File: src/axis_pkg.sv
`default_nettype none

package axis_pkg;

  // ====================================================================
  // widths
  // ====================================================================

  localparam int byte_width = 8;                        // bits per lane
  localparam int wide_bytes = 8;                        // lanes on the wide side
  localparam int wide_width = wide_bytes * byte_width;

  // ====================================================================
  // beat fields
  // ====================================================================

  typedef logic [wide_width-1:0] wide_data_t;           // one wide beat
  typedef logic [wide_bytes-1:0] wide_keep_t;           // lane enables
  typedef logic [byte_width-1:0] byte_t;                // one byte beat

  // lane counter shared by both converters
  typedef logic [$clog2(wide_bytes)-1:0] lane_idx_t;

endpackage

`default_nettype wire

File: src/axis_if.sv
`default_nettype none

interface axis_if import axis_pkg::*; #(
  parameter int bytes = 1
);

  logic [bytes*byte_width-1:0] data;
  logic [bytes-1:0]            keep;
  logic                        valid;
  logic                        ready;
  logic                        last;   // end of frame
  logic                        user;   // frame-level flag, rides with last

  // payload holds while valid is up and ready is down
  modport src (
    output data, keep, valid, last, user,
    input  ready
  );

  modport snk (
    input  data, keep, valid, last, user,
    output ready
  );

endinterface

`default_nettype wire

File: src/axis_skid_reg.sv
`default_nettype none

module axis_skid_reg import axis_pkg::*; #(
  parameter int bytes = 1
) (
  input  logic clk,
  input  logic rst,
  axis_if.snk  s,
  axis_if.src  m
);

  // payload packed as {data, keep, last, user}
  logic [bytes*byte_width+bytes+1:0] in_beat;
  logic [bytes*byte_width+bytes+1:0] out_beat;
  logic [bytes*byte_width+bytes+1:0] tmp_beat;
  logic out_valid;
  logic tmp_valid;
  logic in_ready;      // registered ready towards the source
  logic ready_early;
  logic load_out;
  logic load_tmp;
  logic tmp_to_out;

  assign in_beat = {s.data, s.keep, s.last, s.user};
  assign {m.data, m.keep, m.last, m.user} = out_beat;
  assign m.valid = out_valid;
  assign s.ready = in_ready;

  // ready next cycle if the output drains now, or the temp slot is
  // empty and nothing is about to land in it
  assign ready_early = m.ready | (~tmp_valid & (~out_valid | ~s.valid));

  assign load_out   = in_ready & (m.ready | ~out_valid);
  assign load_tmp   = in_ready & ~m.ready & out_valid;   // output stalled
  assign tmp_to_out = ~in_ready & m.ready;

  // ====================================================================
  // control
  // ====================================================================

  always_ff @(posedge clk) begin
    if (rst) begin
      in_ready  <= 1'b0;
      out_valid <= 1'b0;
      tmp_valid <= 1'b0;
    end else begin
      in_ready <= ready_early;
      if (load_out) begin
        out_valid <= s.valid;
      end else if (tmp_to_out) begin
        out_valid <= tmp_valid;
        tmp_valid <= 1'b0;
      end
      if (load_tmp) tmp_valid <= s.valid;
    end
  end

  // ====================================================================
  // payload
  // ====================================================================

  always_ff @(posedge clk) begin
    if (load_out) begin
      out_beat <= in_beat;
    end else if (tmp_to_out) begin
      out_beat <= tmp_beat;
    end
    if (load_tmp) tmp_beat <= in_beat;
  end

endmodule

`default_nettype wire

File: src/axis_downsizer.sv
`default_nettype none

module axis_downsizer import axis_pkg::*; (
  input  logic clk,
  input  logic rst,
  axis_if.snk  wide_in,
  axis_if.src  byte_out
);

  typedef enum logic {
    idle,
    split
  } state_t;

  state_t     state;
  lane_idx_t  lane;        // lane being presented in split
  lane_idx_t  next_lane;
  wide_data_t hold_data;
  wide_keep_t hold_keep;
  logic       hold_last;
  logic       hold_user;
  logic       final_byte;  // no more kept lanes after this one
  logic       byte_take;
  logic       wide_take;

  assign next_lane = lane + 3'd1;

  // ====================================================================
  // byte output and wide ready
  // ====================================================================

  always_comb begin
    if (state == idle) begin
      // lane 0 goes straight out, same cycle as the wide beat
      byte_out.valid = wide_in.valid;
      byte_out.data  = wide_in.data[byte_width-1:0];
      final_byte     = ~wide_in.keep[1];
      byte_out.last  = wide_in.last & final_byte;
      byte_out.user  = wide_in.user & final_byte;
      wide_in.ready  = byte_out.ready;
    end else begin
      byte_out.valid = 1'b1;
      byte_out.data  = hold_data[lane*byte_width +: byte_width];
      final_byte     = (lane == 3'd7) | ~hold_keep[next_lane];
      byte_out.last  = hold_last & final_byte;
      byte_out.user  = hold_user & final_byte;
      wide_in.ready  = byte_out.ready & final_byte;  // refill behind the final byte
    end
  end

  assign byte_out.keep = 1'b1;

  assign byte_take = byte_out.valid & byte_out.ready;
  assign wide_take = wide_in.valid & wide_in.ready;

  // ====================================================================
  // state
  // ====================================================================

  always_ff @(posedge clk) begin
    if (rst) begin
      state <= idle;
      lane  <= '0;
    end else if (wide_take) begin
      if (state == idle) begin
        state <= final_byte ? idle : split;
        lane  <= 3'd1;               // lane 0 already sent
      end else begin
        state <= split;              // new beat, nothing of it sent yet
        lane  <= '0;
      end
    end else if (byte_take) begin
      if (final_byte) state <= idle;
      lane <= next_lane;
    end
  end

  always_ff @(posedge clk) begin
    if (wide_take) begin
      hold_data <= wide_in.data;
      hold_keep <= wide_in.keep;
      hold_last <= wide_in.last;
      hold_user <= wide_in.user;
    end
  end

endmodule

`default_nettype wire

File: src/axis_upsizer.sv
`default_nettype none

module axis_upsizer import axis_pkg::*; (
  input  logic clk,
  input  logic rst,
  axis_if.snk  byte_in,
  axis_if.src  wide_out
);

  typedef enum logic {
    fill,
    emit
  } state_t;

  state_t     state;
  lane_idx_t  ptr;         // next lane to fill
  lane_idx_t  wr_lane;
  wide_data_t acc_data;
  wide_keep_t acc_keep;
  wide_keep_t keep_base;
  wide_keep_t lane_bit;
  wide_data_t out_data;
  logic       acc_last;
  logic       acc_user;
  logic       byte_take;
  logic       wide_take;
  logic       closing;     // this byte completes a wide beat

  assign wide_take = wide_out.valid & wide_out.ready;

  // follows the output stage, so a byte taken in emit always
  // coincides with the packed beat leaving
  assign byte_in.ready = wide_out.ready;
  assign byte_take     = byte_in.valid & byte_in.ready;

  // ====================================================================
  // accumulation
  // ====================================================================

  assign wr_lane   = (state == emit) ? '0 : ptr;       // emit restarts at lane 0
  assign keep_base = (state == emit) ? '0 : acc_keep;
  assign lane_bit  = wide_keep_t'(byte_in.keep) << wr_lane;
  assign closing   = (wr_lane == 3'd7) | byte_in.last;

  always_ff @(posedge clk) begin
    if (rst) begin
      state    <= fill;
      ptr      <= '0;
      acc_keep <= '0;
    end else if (byte_take) begin
      acc_keep <= keep_base | lane_bit;
      ptr      <= wr_lane + 3'd1;
      state    <= closing ? emit : fill;
    end else if (wide_take) begin
      acc_keep <= '0;
      ptr      <= '0;
      state    <= fill;
    end
  end

  always_ff @(posedge clk) begin
    if (byte_take) begin
      acc_data[wr_lane*byte_width +: byte_width] <= byte_in.data;
      acc_last <= byte_in.last;  // closing byte is the one that sticks
      acc_user <= byte_in.user;
    end
  end

  // ====================================================================
  // wide output
  // ====================================================================

  // unfilled lanes read as zero
  always_comb begin
    for (int i = 0; i < wide_bytes; i++) begin
      out_data[i*byte_width +: byte_width] =
        acc_keep[i] ? acc_data[i*byte_width +: byte_width] : '0;
    end
  end

  assign wide_out.valid = (state == emit);
  assign wide_out.data  = out_data;
  assign wide_out.keep  = acc_keep;
  assign wide_out.last  = acc_last;
  assign wide_out.user  = acc_user;

endmodule

`default_nettype wire

File: src/axis_width_bridge.sv
`default_nettype none

module axis_width_bridge import axis_pkg::*; (
  input  logic       clk,
  input  logic       rst,
  // wide in, downsizer path
  input  wide_data_t wide_in_data,
  input  wide_keep_t wide_in_keep,
  input  logic       wide_in_valid,
  output logic       wide_in_ready,
  input  logic       wide_in_last,
  input  logic       wide_in_user,
  // byte out
  output byte_t      byte_out_data,
  output logic       byte_out_keep,
  output logic       byte_out_valid,
  input  logic       byte_out_ready,
  output logic       byte_out_last,
  output logic       byte_out_user,
  // byte in, upsizer path
  input  byte_t      byte_in_data,
  input  logic       byte_in_keep,
  input  logic       byte_in_valid,
  output logic       byte_in_ready,
  input  logic       byte_in_last,
  input  logic       byte_in_user,
  // wide out
  output wide_data_t wide_out_data,
  output wide_keep_t wide_out_keep,
  output logic       wide_out_valid,
  input  logic       wide_out_ready,
  output logic       wide_out_last,
  output logic       wide_out_user
);

  axis_if #(.bytes(wide_bytes)) wide_in_if ();
  axis_if #(.bytes(1))          down_if ();
  axis_if #(.bytes(1))          byte_out_if ();
  axis_if #(.bytes(1))          byte_in_if ();
  axis_if #(.bytes(wide_bytes)) up_if ();
  axis_if #(.bytes(wide_bytes)) wide_out_if ();

  // ====================================================================
  // wide to byte
  // ====================================================================

  assign wide_in_if.data  = wide_in_data;
  assign wide_in_if.keep  = wide_in_keep;
  assign wide_in_if.valid = wide_in_valid;
  assign wide_in_if.last  = wide_in_last;
  assign wide_in_if.user  = wide_in_user;
  assign wide_in_ready    = wide_in_if.ready;

  axis_downsizer down0 (.clk(clk), .rst(rst), .wide_in(wide_in_if.snk), .byte_out(down_if.src));

  axis_skid_reg #(.bytes(1)) byte_skid0 (.clk(clk), .rst(rst), .s(down_if.snk), .m(byte_out_if.src));

  assign byte_out_data     = byte_out_if.data;
  assign byte_out_keep     = byte_out_if.keep;
  assign byte_out_valid    = byte_out_if.valid;
  assign byte_out_if.ready = byte_out_ready;
  assign byte_out_last     = byte_out_if.last;
  assign byte_out_user     = byte_out_if.user;

  // ====================================================================
  // byte to wide
  // ====================================================================

  assign byte_in_if.data  = byte_in_data;
  assign byte_in_if.keep  = byte_in_keep;
  assign byte_in_if.valid = byte_in_valid;
  assign byte_in_if.last  = byte_in_last;
  assign byte_in_if.user  = byte_in_user;
  assign byte_in_ready    = byte_in_if.ready;

  axis_upsizer up0 (.clk(clk), .rst(rst), .byte_in(byte_in_if.snk), .wide_out(up_if.src));

  axis_skid_reg #(.bytes(wide_bytes)) wide_skid0 (
    .clk(clk),
    .rst(rst),
    .s(up_if.snk),
    .m(wide_out_if.src)
  );

  assign wide_out_data     = wide_out_if.data;
  assign wide_out_keep     = wide_out_if.keep;
  assign wide_out_valid    = wide_out_if.valid;
  assign wide_out_if.ready = wide_out_ready;
  assign wide_out_last     = wide_out_if.last;
  assign wide_out_user     = wide_out_if.user;

endmodule

`default_nettype wire

File: config.mk
export PLATFORM = sky130hd
export DESIGN_NAME = axis_width_bridge
export DESIGN_NICKNAME = d
export VERILOG_FILES = /design/src/axis_pkg.sv /design/src/axis_if.sv /design/src/axis_skid_reg.sv /design/src/axis_downsizer.sv /design/src/axis_upsizer.sv /design/src/axis_width_bridge.sv
export SDC_FILE = /design/constraint.sdc
export NUM_CORES = 1
export LEC_CHECK = 0
export BUFFER_PORTS_ARGS = -buffer_cell sky130_fd_sc_hd__clkbuf_2
export CAP_MARGIN = 20
export CORE_ASPECT_RATIO = 0.75
export CORE_UTILIZATION = 55
export CTS_CLUSTER_SIZE = 10
export DETAILED_ROUTE_END_ITERATION = 16
export GPL_TIMING_DRIVEN = 0
export PLACE_DENSITY = 0.77
export SYNTH_ARGS = -nofsm -noshare
export SYNTH_HDL_FRONTEND = slang
export SYNTH_HIERARCHICAL = 1
export SYNTH_SLANG_ARGS = --single-unit
File: constraint.sdc
create_clock -name clk -period 8.4 [get_ports clk]
set_input_delay 0 -clock clk [delete_from_list [all_inputs] [get_ports clk]]
set_output_delay 0 -clock clk [all_outputs]
set_load 0.05 [all_outputs]
==> impl.org, run 1 <==
** Status
- Result of the run :: completed

** Route
- Total number of vias :: approximately 7.8k
- Wire length after detailed routing :: roughly 29000 um
- Detail-routed net length per standard cell :: between 15 and 20 um
- First-pass DRT Iterations :: 5
- Total DRC errors in the routed layout :: 0
- DRC violation total after the first TritonRoute iteration :: slightly above 700
- Residual antenna-violating net count after detailed routing :: 0
- Via density per instance :: about 5.4

** Die
- Number of cell rows :: 49
- Core area :: 24030 um^2
- Starting density of the core :: between 50% and 60%
- Die H :: around 140 um
- The floorplan step defined a die boundary enclosing approximately 25000 um^2.
- 180 I/O pins were placed.
- The floorplan step set the die width to 182.9 um.

** Clocking
- After clock tree synthesis, the clock-pin slew on the worst setup and hold paths is ~60 ps.
- TritonCTS built the clock tree.
- Bufs on Longest Clock Path :: 3
- Cell at the root of the clock tree :: clkbuf_16
- The later pin in the worst-skew pair is clocked with a latency of approximately 520 ps.
- Number of clock buffers inserted by TritonCTS :: 39
- The clock drives 332 sinks.
- In this run the number of H-tree levels came out at 2.

** Pwr
- Across the VDD grid, the largest voltage drop is between 150 and 200 uV.
- In this run the power density over the cells is around 230 nW/um^2.
- P_leak :: about 6.5 nW
- The design draws around 0.0038 W.

** STA
- The max-slew violation total from the final report was 0.
- Min Tclk post-route :: between 2000 and 3000 ps
- Post-Route Hold Slack :: a little over 200 ps
- Setup repair after global routing left no endpoint under its margin.
- The clock arrives with between 15 and 20 ps of skew.
- Setup Total Neg Slack :: 0 ps
- Tcrit/Tclk final :: between 30% and 40%
- Slew @ Worst Pin :: between 1000 and 1500 ps
- Slew headroom :: about 27%
- Setup violations remaining at the end of the flow were counted as 0.
- The number of failing hold endpoints at the final stage came to 0.
- Worst setup margin :: 5523 ps
- FMAX :: between 0.3 and 0.4 GHz

** Global route
- Number of global-route vias before repair :: between 7k and 8k
- Wire length of the first global-routing pass :: between 40000 and 50000 um
- In the global route stage, overall resource usage came out at ~23%.
- Global routing finished with a remaining overflow of 0.
- Entering global routing, the biggest net connects 75 pins.
- The initial antenna violation count is 1.

** Synth
- Post-synthesis instance area :: about 13000 um^2
- Each instance of the synthesized netlist takes up on average roughly 18 um^2.
- Netlist cell types :: between 50 and 60
- In this run, synthesis inferred between 300 and 400 flip-flops with an integrated enable.
- For this run, the number of Yosys warnings is 6.
- Prevailing post-synth register cell :: edfxtp_1
- Count of state elements after synthesis :: between 300 and 400
- In the synthesized netlist the async set-or-reset flop fraction comes to 0%.
- Number of nets in the synthesized netlist :: ~870
- Cell count after synthesis :: between 700 and 800
- Sequential cells were found to cover just over 70% of the synthesized design area.

** Setup path
- Data arrival time at the worst-slack endpoint :: between 3000 and 4000 ps
- STA classifies the critical path endpoint as a flop.
- Register-to-register setup slack :: approximately 5500 ps
- Element type at the critical path start :: flop
- Max FO, Critical Path :: 74
- STA puts the critical path data required time at 8530 ps.
- Crit Path Class :: reg2reg

** Place
- Post-detailed-placement half-perimeter wirelength :: around 17000 um
- Routability cong. :: about 0.86
- Worst Setup Slack post-DPL :: 5565 ps
- IO buf count :: roughly 180

** Finish
- Fraction of final layout cells with drive strength greater than 1 :: between 30% and 40%
- Net count, final :: about 1.2k
- Relative to the synthesized area, the layout overhead comes to 25.98%.

** Flow run
- Number of maximum-capacitance violations :: 0

** Hold path
- Type of the most critical hold path :: in2reg
[sequential cells by signal, summed over array words and instances, names as in the netlist]
signal                count
byte_skid0/out_beat      11
down0/state               1
wide_skid0/tmp_valid      1
wide_skid0/out_beat      74
byte_skid0/s.ready        1
byte_skid0/tmp_beat      11
down0/lane                3
up0/wide_out.user         1
wide_skid0/tmp_beat      74
wide_skid0/s.ready        1
up0/wide_out.valid        1
up0/ptr                   3
up0/wide_out.keep         8
byte_skid0/tmp_valid      1
wide_skid0/m.valid        1
down0/hold_user           1
up0/acc_data             64
byte_skid0/m.valid        1
down0/hold_last           1
up0/wide_out.last         1
down0/hold_data          64
down0/hold_keep           8
[cells in the mapped netlist (3+ instances only)]
library cell / instances / area (um^2)
a31oi_1: 5 / 31.28
buf_2: 7 / 35.03
buf_12: 7 / 140.1
a32oi_1: 6 / 52.55
nand3b_1: 3 / 22.52
a21oi_1: 18 / 90.09
buf_4: 7 / 52.55
or2_1: 3 / 18.77
edfxtp_1: 310 / 9309
nor2_1: 50 / 187.7
nand4b_1: 3 / 26.28
ha_1: 7 / 87.58
nor2_2: 3 / 18.77
mux2_4: 70 / 1051
dfxtp_1: 22 / 440.4
and2_1: 97 / 606.8
nand2b_4: 3 / 41.29
nand2b_1: 6 / 37.54
nand2_1: 13 / 48.80
inv_1: 8 / 30.03
mux4_2: 17 / 382.9
clkbuf_1: 6 / 22.52
nor4_1: 4 / 25.02
nand3_1: 17 / 85.08
mux2i_1: 10 / 100.1
mux2_2: 16 / 180.2
nor3_1: 5 / 25.02
and3_1: 10 / 62.56
o21ai_0: 7 / 35.03
[stage by stage]
| stage | instances | util, % | cell area, um^2 |
|---|---|---|---|
| finish | 1448 | 70.76 | 17010 |
| global route | 1448 | 70.76 | 17010 |
| CTS | 1445 | 70.71 | 16990 |
| detailed placement | 1288 | 62.20 | 14950 |
| global placement | 1280 | 61.62 | 14810 |
| floorplan | 770 | - | 13500 |
[metal layers]
metal	part of all wire (%)	track usage, %
met5	0	0
met4	2.5	7.778
met3	7.2	5.049
met2	49	38.80
met1	41	30.30
[where the power goes]
group,internal [W],switching (W)
combinational,0.000158,0.000275
sequential,0.00188,0.0000248
clock,0.000880,0.000618
total,0.00292,0.000918
[layout make-up]
cell class | count | area, um^2
multi-input combinational | 400 | 3473
antenna | 1 | 2.502
fill | 1519 | 7027
inverter | 8 | 30.03
clock buffer | 61 | 1080
sequential | 332 | 9749
clock inverter | 3 | 33.78
timing repair buffer | 282 | 1947
tap | 331 | 414.1
buffer | 30 | 276.5
[cells by family after synthesis]
| logic type | count (synthesis) | share of synthesized area [%] |
|---|---|---|
| buffers and inverters | 38 | 2.271 |
| muxes | 113 | 12.70 |
| adders and majority gates | 7 | 0.6488 |
| other | 1 | 0.02778 |
| and+or+nand+nor | 230 | 9.779 |
| DFF | 332 | 72.22 |
| AOI/OAI and AO/OA | 49 | 2.354 |
[critical path: stages, from the launching register on]
cell,delay [ps]
dfxtp_1,330
ha_1,200
ha_1,270
buf_4,140
mux2i_1,330
nand3_1,210
nand4_2,160
and3_4,830
[placed cells by master, fill, tap and decap left out, types with 18 or more instances in the layout]
master         Yosys  layout
nor2_1            50      49
mux2_4            70      70
and2_1            97      97
clkbuf_16          0      40
a21oi_1           18      18
clkbuf_2           0     179
clkbuf_1           6      27
dfxtp_1           22      22
dlygate4sd3_1      0      93
edfxtp_1         310     310
[final timing paths]
path,depth (start not counted),to,startpoint
min,2,down0/hold_data[15]$_DFFE_PP_,wide_in_data[15]
min reg2reg,0,wide_skid0/tmp_beat[0]$_DFFE_PP_,up0/wide_out.user$_DFFE_PP_
max,7,down0/hold_data[33]$_DFFE_PP_,down0/lane[0]$_SDFFE_PP0P_
max reg2reg,7,down0/hold_data[33]$_DFFE_PP_,down0/lane[0]$_SDFFE_PP0P_
[timing repair]
item	CTS	global route
buffers inserted	0	0
hold buffers	93	0
gates resized for setup	0	0
hold endpoints to repair	139	0
endpoints found under the setup margin	0	0
(Power assumes the default switching activity.)
==> inputs of run 2 (changes only) <==
==> constraint.sdc (replaced) <==
create_clock -name clk -period 2.82 [get_ports clk]
set_input_delay 0 -clock clk [delete_from_list [all_inputs] [get_ports clk]]
set_output_delay 0 -clock clk [all_outputs]
set_load 0.05 [all_outputs]
==> run 2 against run 1 <==
  * Sequential share of layout area shrank 0.17 points
  * Critical path depth is the same
  * Fmax grew 6.7%
  * Largest power group unchanged
  * Highest routed layer is now met5
==> impl.org, run 2 (same netlist as run 1, synthesis figures left out) <==
** Status
- The run finished with clean final reports.

** Pwr
- P_leak :: 6.476 nW
- Total design power :: roughly 0.011 W
- Power per cell area :: 671.8 nW/um^2
- Worst VDD drop :: 601.9 uV

** Route
- Once detail routing completed, the nets flagged for antenna violations numbered 0.
- Total DRC errors in the routed layout :: 0
- DRC violation total after the first TritonRoute iteration :: between 600 and 700
- In the routed layout, each cell is associated on average with a via count of approximately 5.4.
- Before antenna repair, the detailed router went through 5 iterations.
- Wire length after detailed routing :: 28650 um
- Total number of vias :: roughly 7.8k
- Detail-routed net length per standard cell :: between 15 and 20 um

** Setup path
- Data arrival time at the worst-slack endpoint :: a little under 3000 ps
- Element type at the critical path start :: flop
- Element type at the critical path end :: flop
- The slowest stage of the critical path is the dfxtp_1 cell.
- Critical path buffer and inverter count :: 1
- Across all register-to-register paths, the minimum setup slack is 120 ps.
- For the worst setup path, the data required time is 3020 ps.
- Max FO, Critical Path :: 10
- Traced cell by cell, the critical path runs through buf_2, nand2b_1, ha_1, ha_1, nor2_1, o211a_1, and2_2.
- The most numerous cell type found on the critical path is ha_1.
- The worst setup path is of the reg2reg kind.
- CP top delay family :: simple AND/OR/NAND/NOR gates
- Worst stage delay on the critical path :: roughly 430 ps

** STA
- Measured against its own limit, the worst slew margin works out to 33.58%.
- The worst path in the final design needs a cycle of 2696 ps, including I/O delays and setup.
- Setup repair after global routing could not meet its margin everywhere.
- FMAX :: about 0.37 GHz
- The max-slew violation total from the final report was 0.
- Final hold violation count :: 0
- The worst path uses about 96% of the clock period.
- At the pin with the least slew margin, the transition time is 994.3 ps.
- Final count of negative-setup-slack endpoints :: 0
- Worst setup skew after layout :: roughly 18 ps

** Global route
- Antenna violations before repair :: 2
- After global routing the overflow that remains totals 0.
- Entering global routing, the biggest net connects 39 pins.
- Total routing usage reported by global routing :: 23.02%
- The first global-routing pass estimated 43300 um of wire.
- The via count of the first global-routing pass came to between 7k and 8k.

** Die
- Starting density of the core :: between 50% and 60%
- The floorplan step set the die height to 137.7 um.
- Die X :: 182.9 um
- After floorplanning, the core was divided into just under 50 placement rows.
- Pin placement for this block handled 180 I/O pins.
- Core area :: around 24000 um^2
- The die covers approximately 25000 um^2.

** Place
- At the end of routability-driven placement, the weighted congestion stood at between 0.8 and 0.9.
- Total cell area at the placement stage :: approximately 15000 um^2
- Post-detailed-placement half-perimeter wirelength :: about 17000 um
- In this run the tool buffered the top-level ports with between 150 and 200 buffer cells.

** Clocking
- TritonCTS built the clock tree.
- In this run the clock root is driven by a clkbuf_16.
- Bufs on Longest Clock Path :: 3
- Clock Sink Count :: 332
- The number of clock buffers added by TritonCTS is 39.
- Clock Latency Late Sink :: 520 ps
- Once the clock tree was built, the setup fixing pass inserted 0 buffers.
- Clock H-tree levels :: 2
- Clock edge transition at the registers on the reported setup and hold paths :: around 60 ps

** Finish
- Highest-count cells in the layout ignoring fill and taps :: edfxtp_1 (310), clkbuf_2 (179), and2_1 (96)
- Combined area of the multi-input logic cells :: roughly 3500 um^2
- Register area :: just under 10000 um^2
- The finished cells cover between 15000 and 20000 um^2.
- Layout overhead on the synthesized area :: 26.35%
- In the final design database the tool counted approximately 1.2k nets.
- Final-layout fill cell count :: 1515
- In the final layout, the registers with the most flip-flops are wide_skid0/out_beat x74, wide_skid0/tmp_beat x74.
- The post-route netlist has 34.32% of its cells at a drive strength greater than 1.
- The library cell used most frequently in the layout, excluding fill and tap cells, is edfxtp_1.

** Flow run
- Across the run, the number of max-cap violations was 0.

** Hold path
- The path class of the tightest hold or removal check is in2reg.
run 2: power by group:
part           internal, W  switching (W)  leakage [nW]
registers          0.00560      0.0000719          3.08
logic             0.000476       0.000830          2.86
clock network      0.00264        0.00184         0.539
total              0.00872        0.00274          6.48
run 2: layout make-up:
class	instances	area share [%]
Tap cell	331	2.428
Buffer	30	1.621
Antenna cell	1	0.01467
Clock buffer	61	6.389
Inverter	8	0.1761
Clock inverter	3	0.1981
Timing Repair Buffer	281	11.40
Sequential cell	332	57.16
Multi-Input combinational cell	401	20.61
run 2: through the flow:
step	worst slack [ps]	hold slack (ps)	instances	utilization (%)	setup TNS, ps
global route	-7.135	191.1	1448	70.97	-20.64
CTS	7.043	176.3	1444	70.76	0
detailed placement	-52.48	178.6	1286	62.18	-3753
floorplan	211.6	69.07	770	-	0
global placement	-368.4	176.2	1280	61.72	-6194
finish	124.1	197.6	1448	70.97	0
run 2: what timing repair did:
action / 4_1_cts / 5_1_grt
gates cloned: 1 / 0
hold buffers: 93 / 0
hold endpoints to repair: 132 / 0
endpoints found under the setup margin: 74 / 57
gates resized for setup: 0 / 5
run 2: metal layers:
metal	routed length, um	part of all wire, %	track usage (%)	vias up
met5	10	0.035	0	-
met4	848	3.0	8.426	2
met3	2069	7.2	5.498	70
met2	13620	48	37.77	377
met1	12100	42	30.24	3826
li1	-	-	-	3573
run 2: path summary, 6_finish.rpt:
| kind | startpoint | endpoint | cells past startpoint |
|---|---|---|---|
| worst max-delay path | up0/wide_out.valid$_SDFFE_PP0P_ | up0/acc_data[3]$_DFFE_PP_ | 7 |
| worst min-delay path | wide_in_data[47] | down0/hold_data[47]$_DFFE_PP_ | 2 |
| worst max register to register | up0/wide_out.valid$_SDFFE_PP0P_ | up0/acc_data[3]$_DFFE_PP_ | 7 |
| worst min register to register | up0/wide_out.user$_DFFE_PP_ | wide_skid0/tmp_beat[0]$_DFFE_PP_ | 0 |
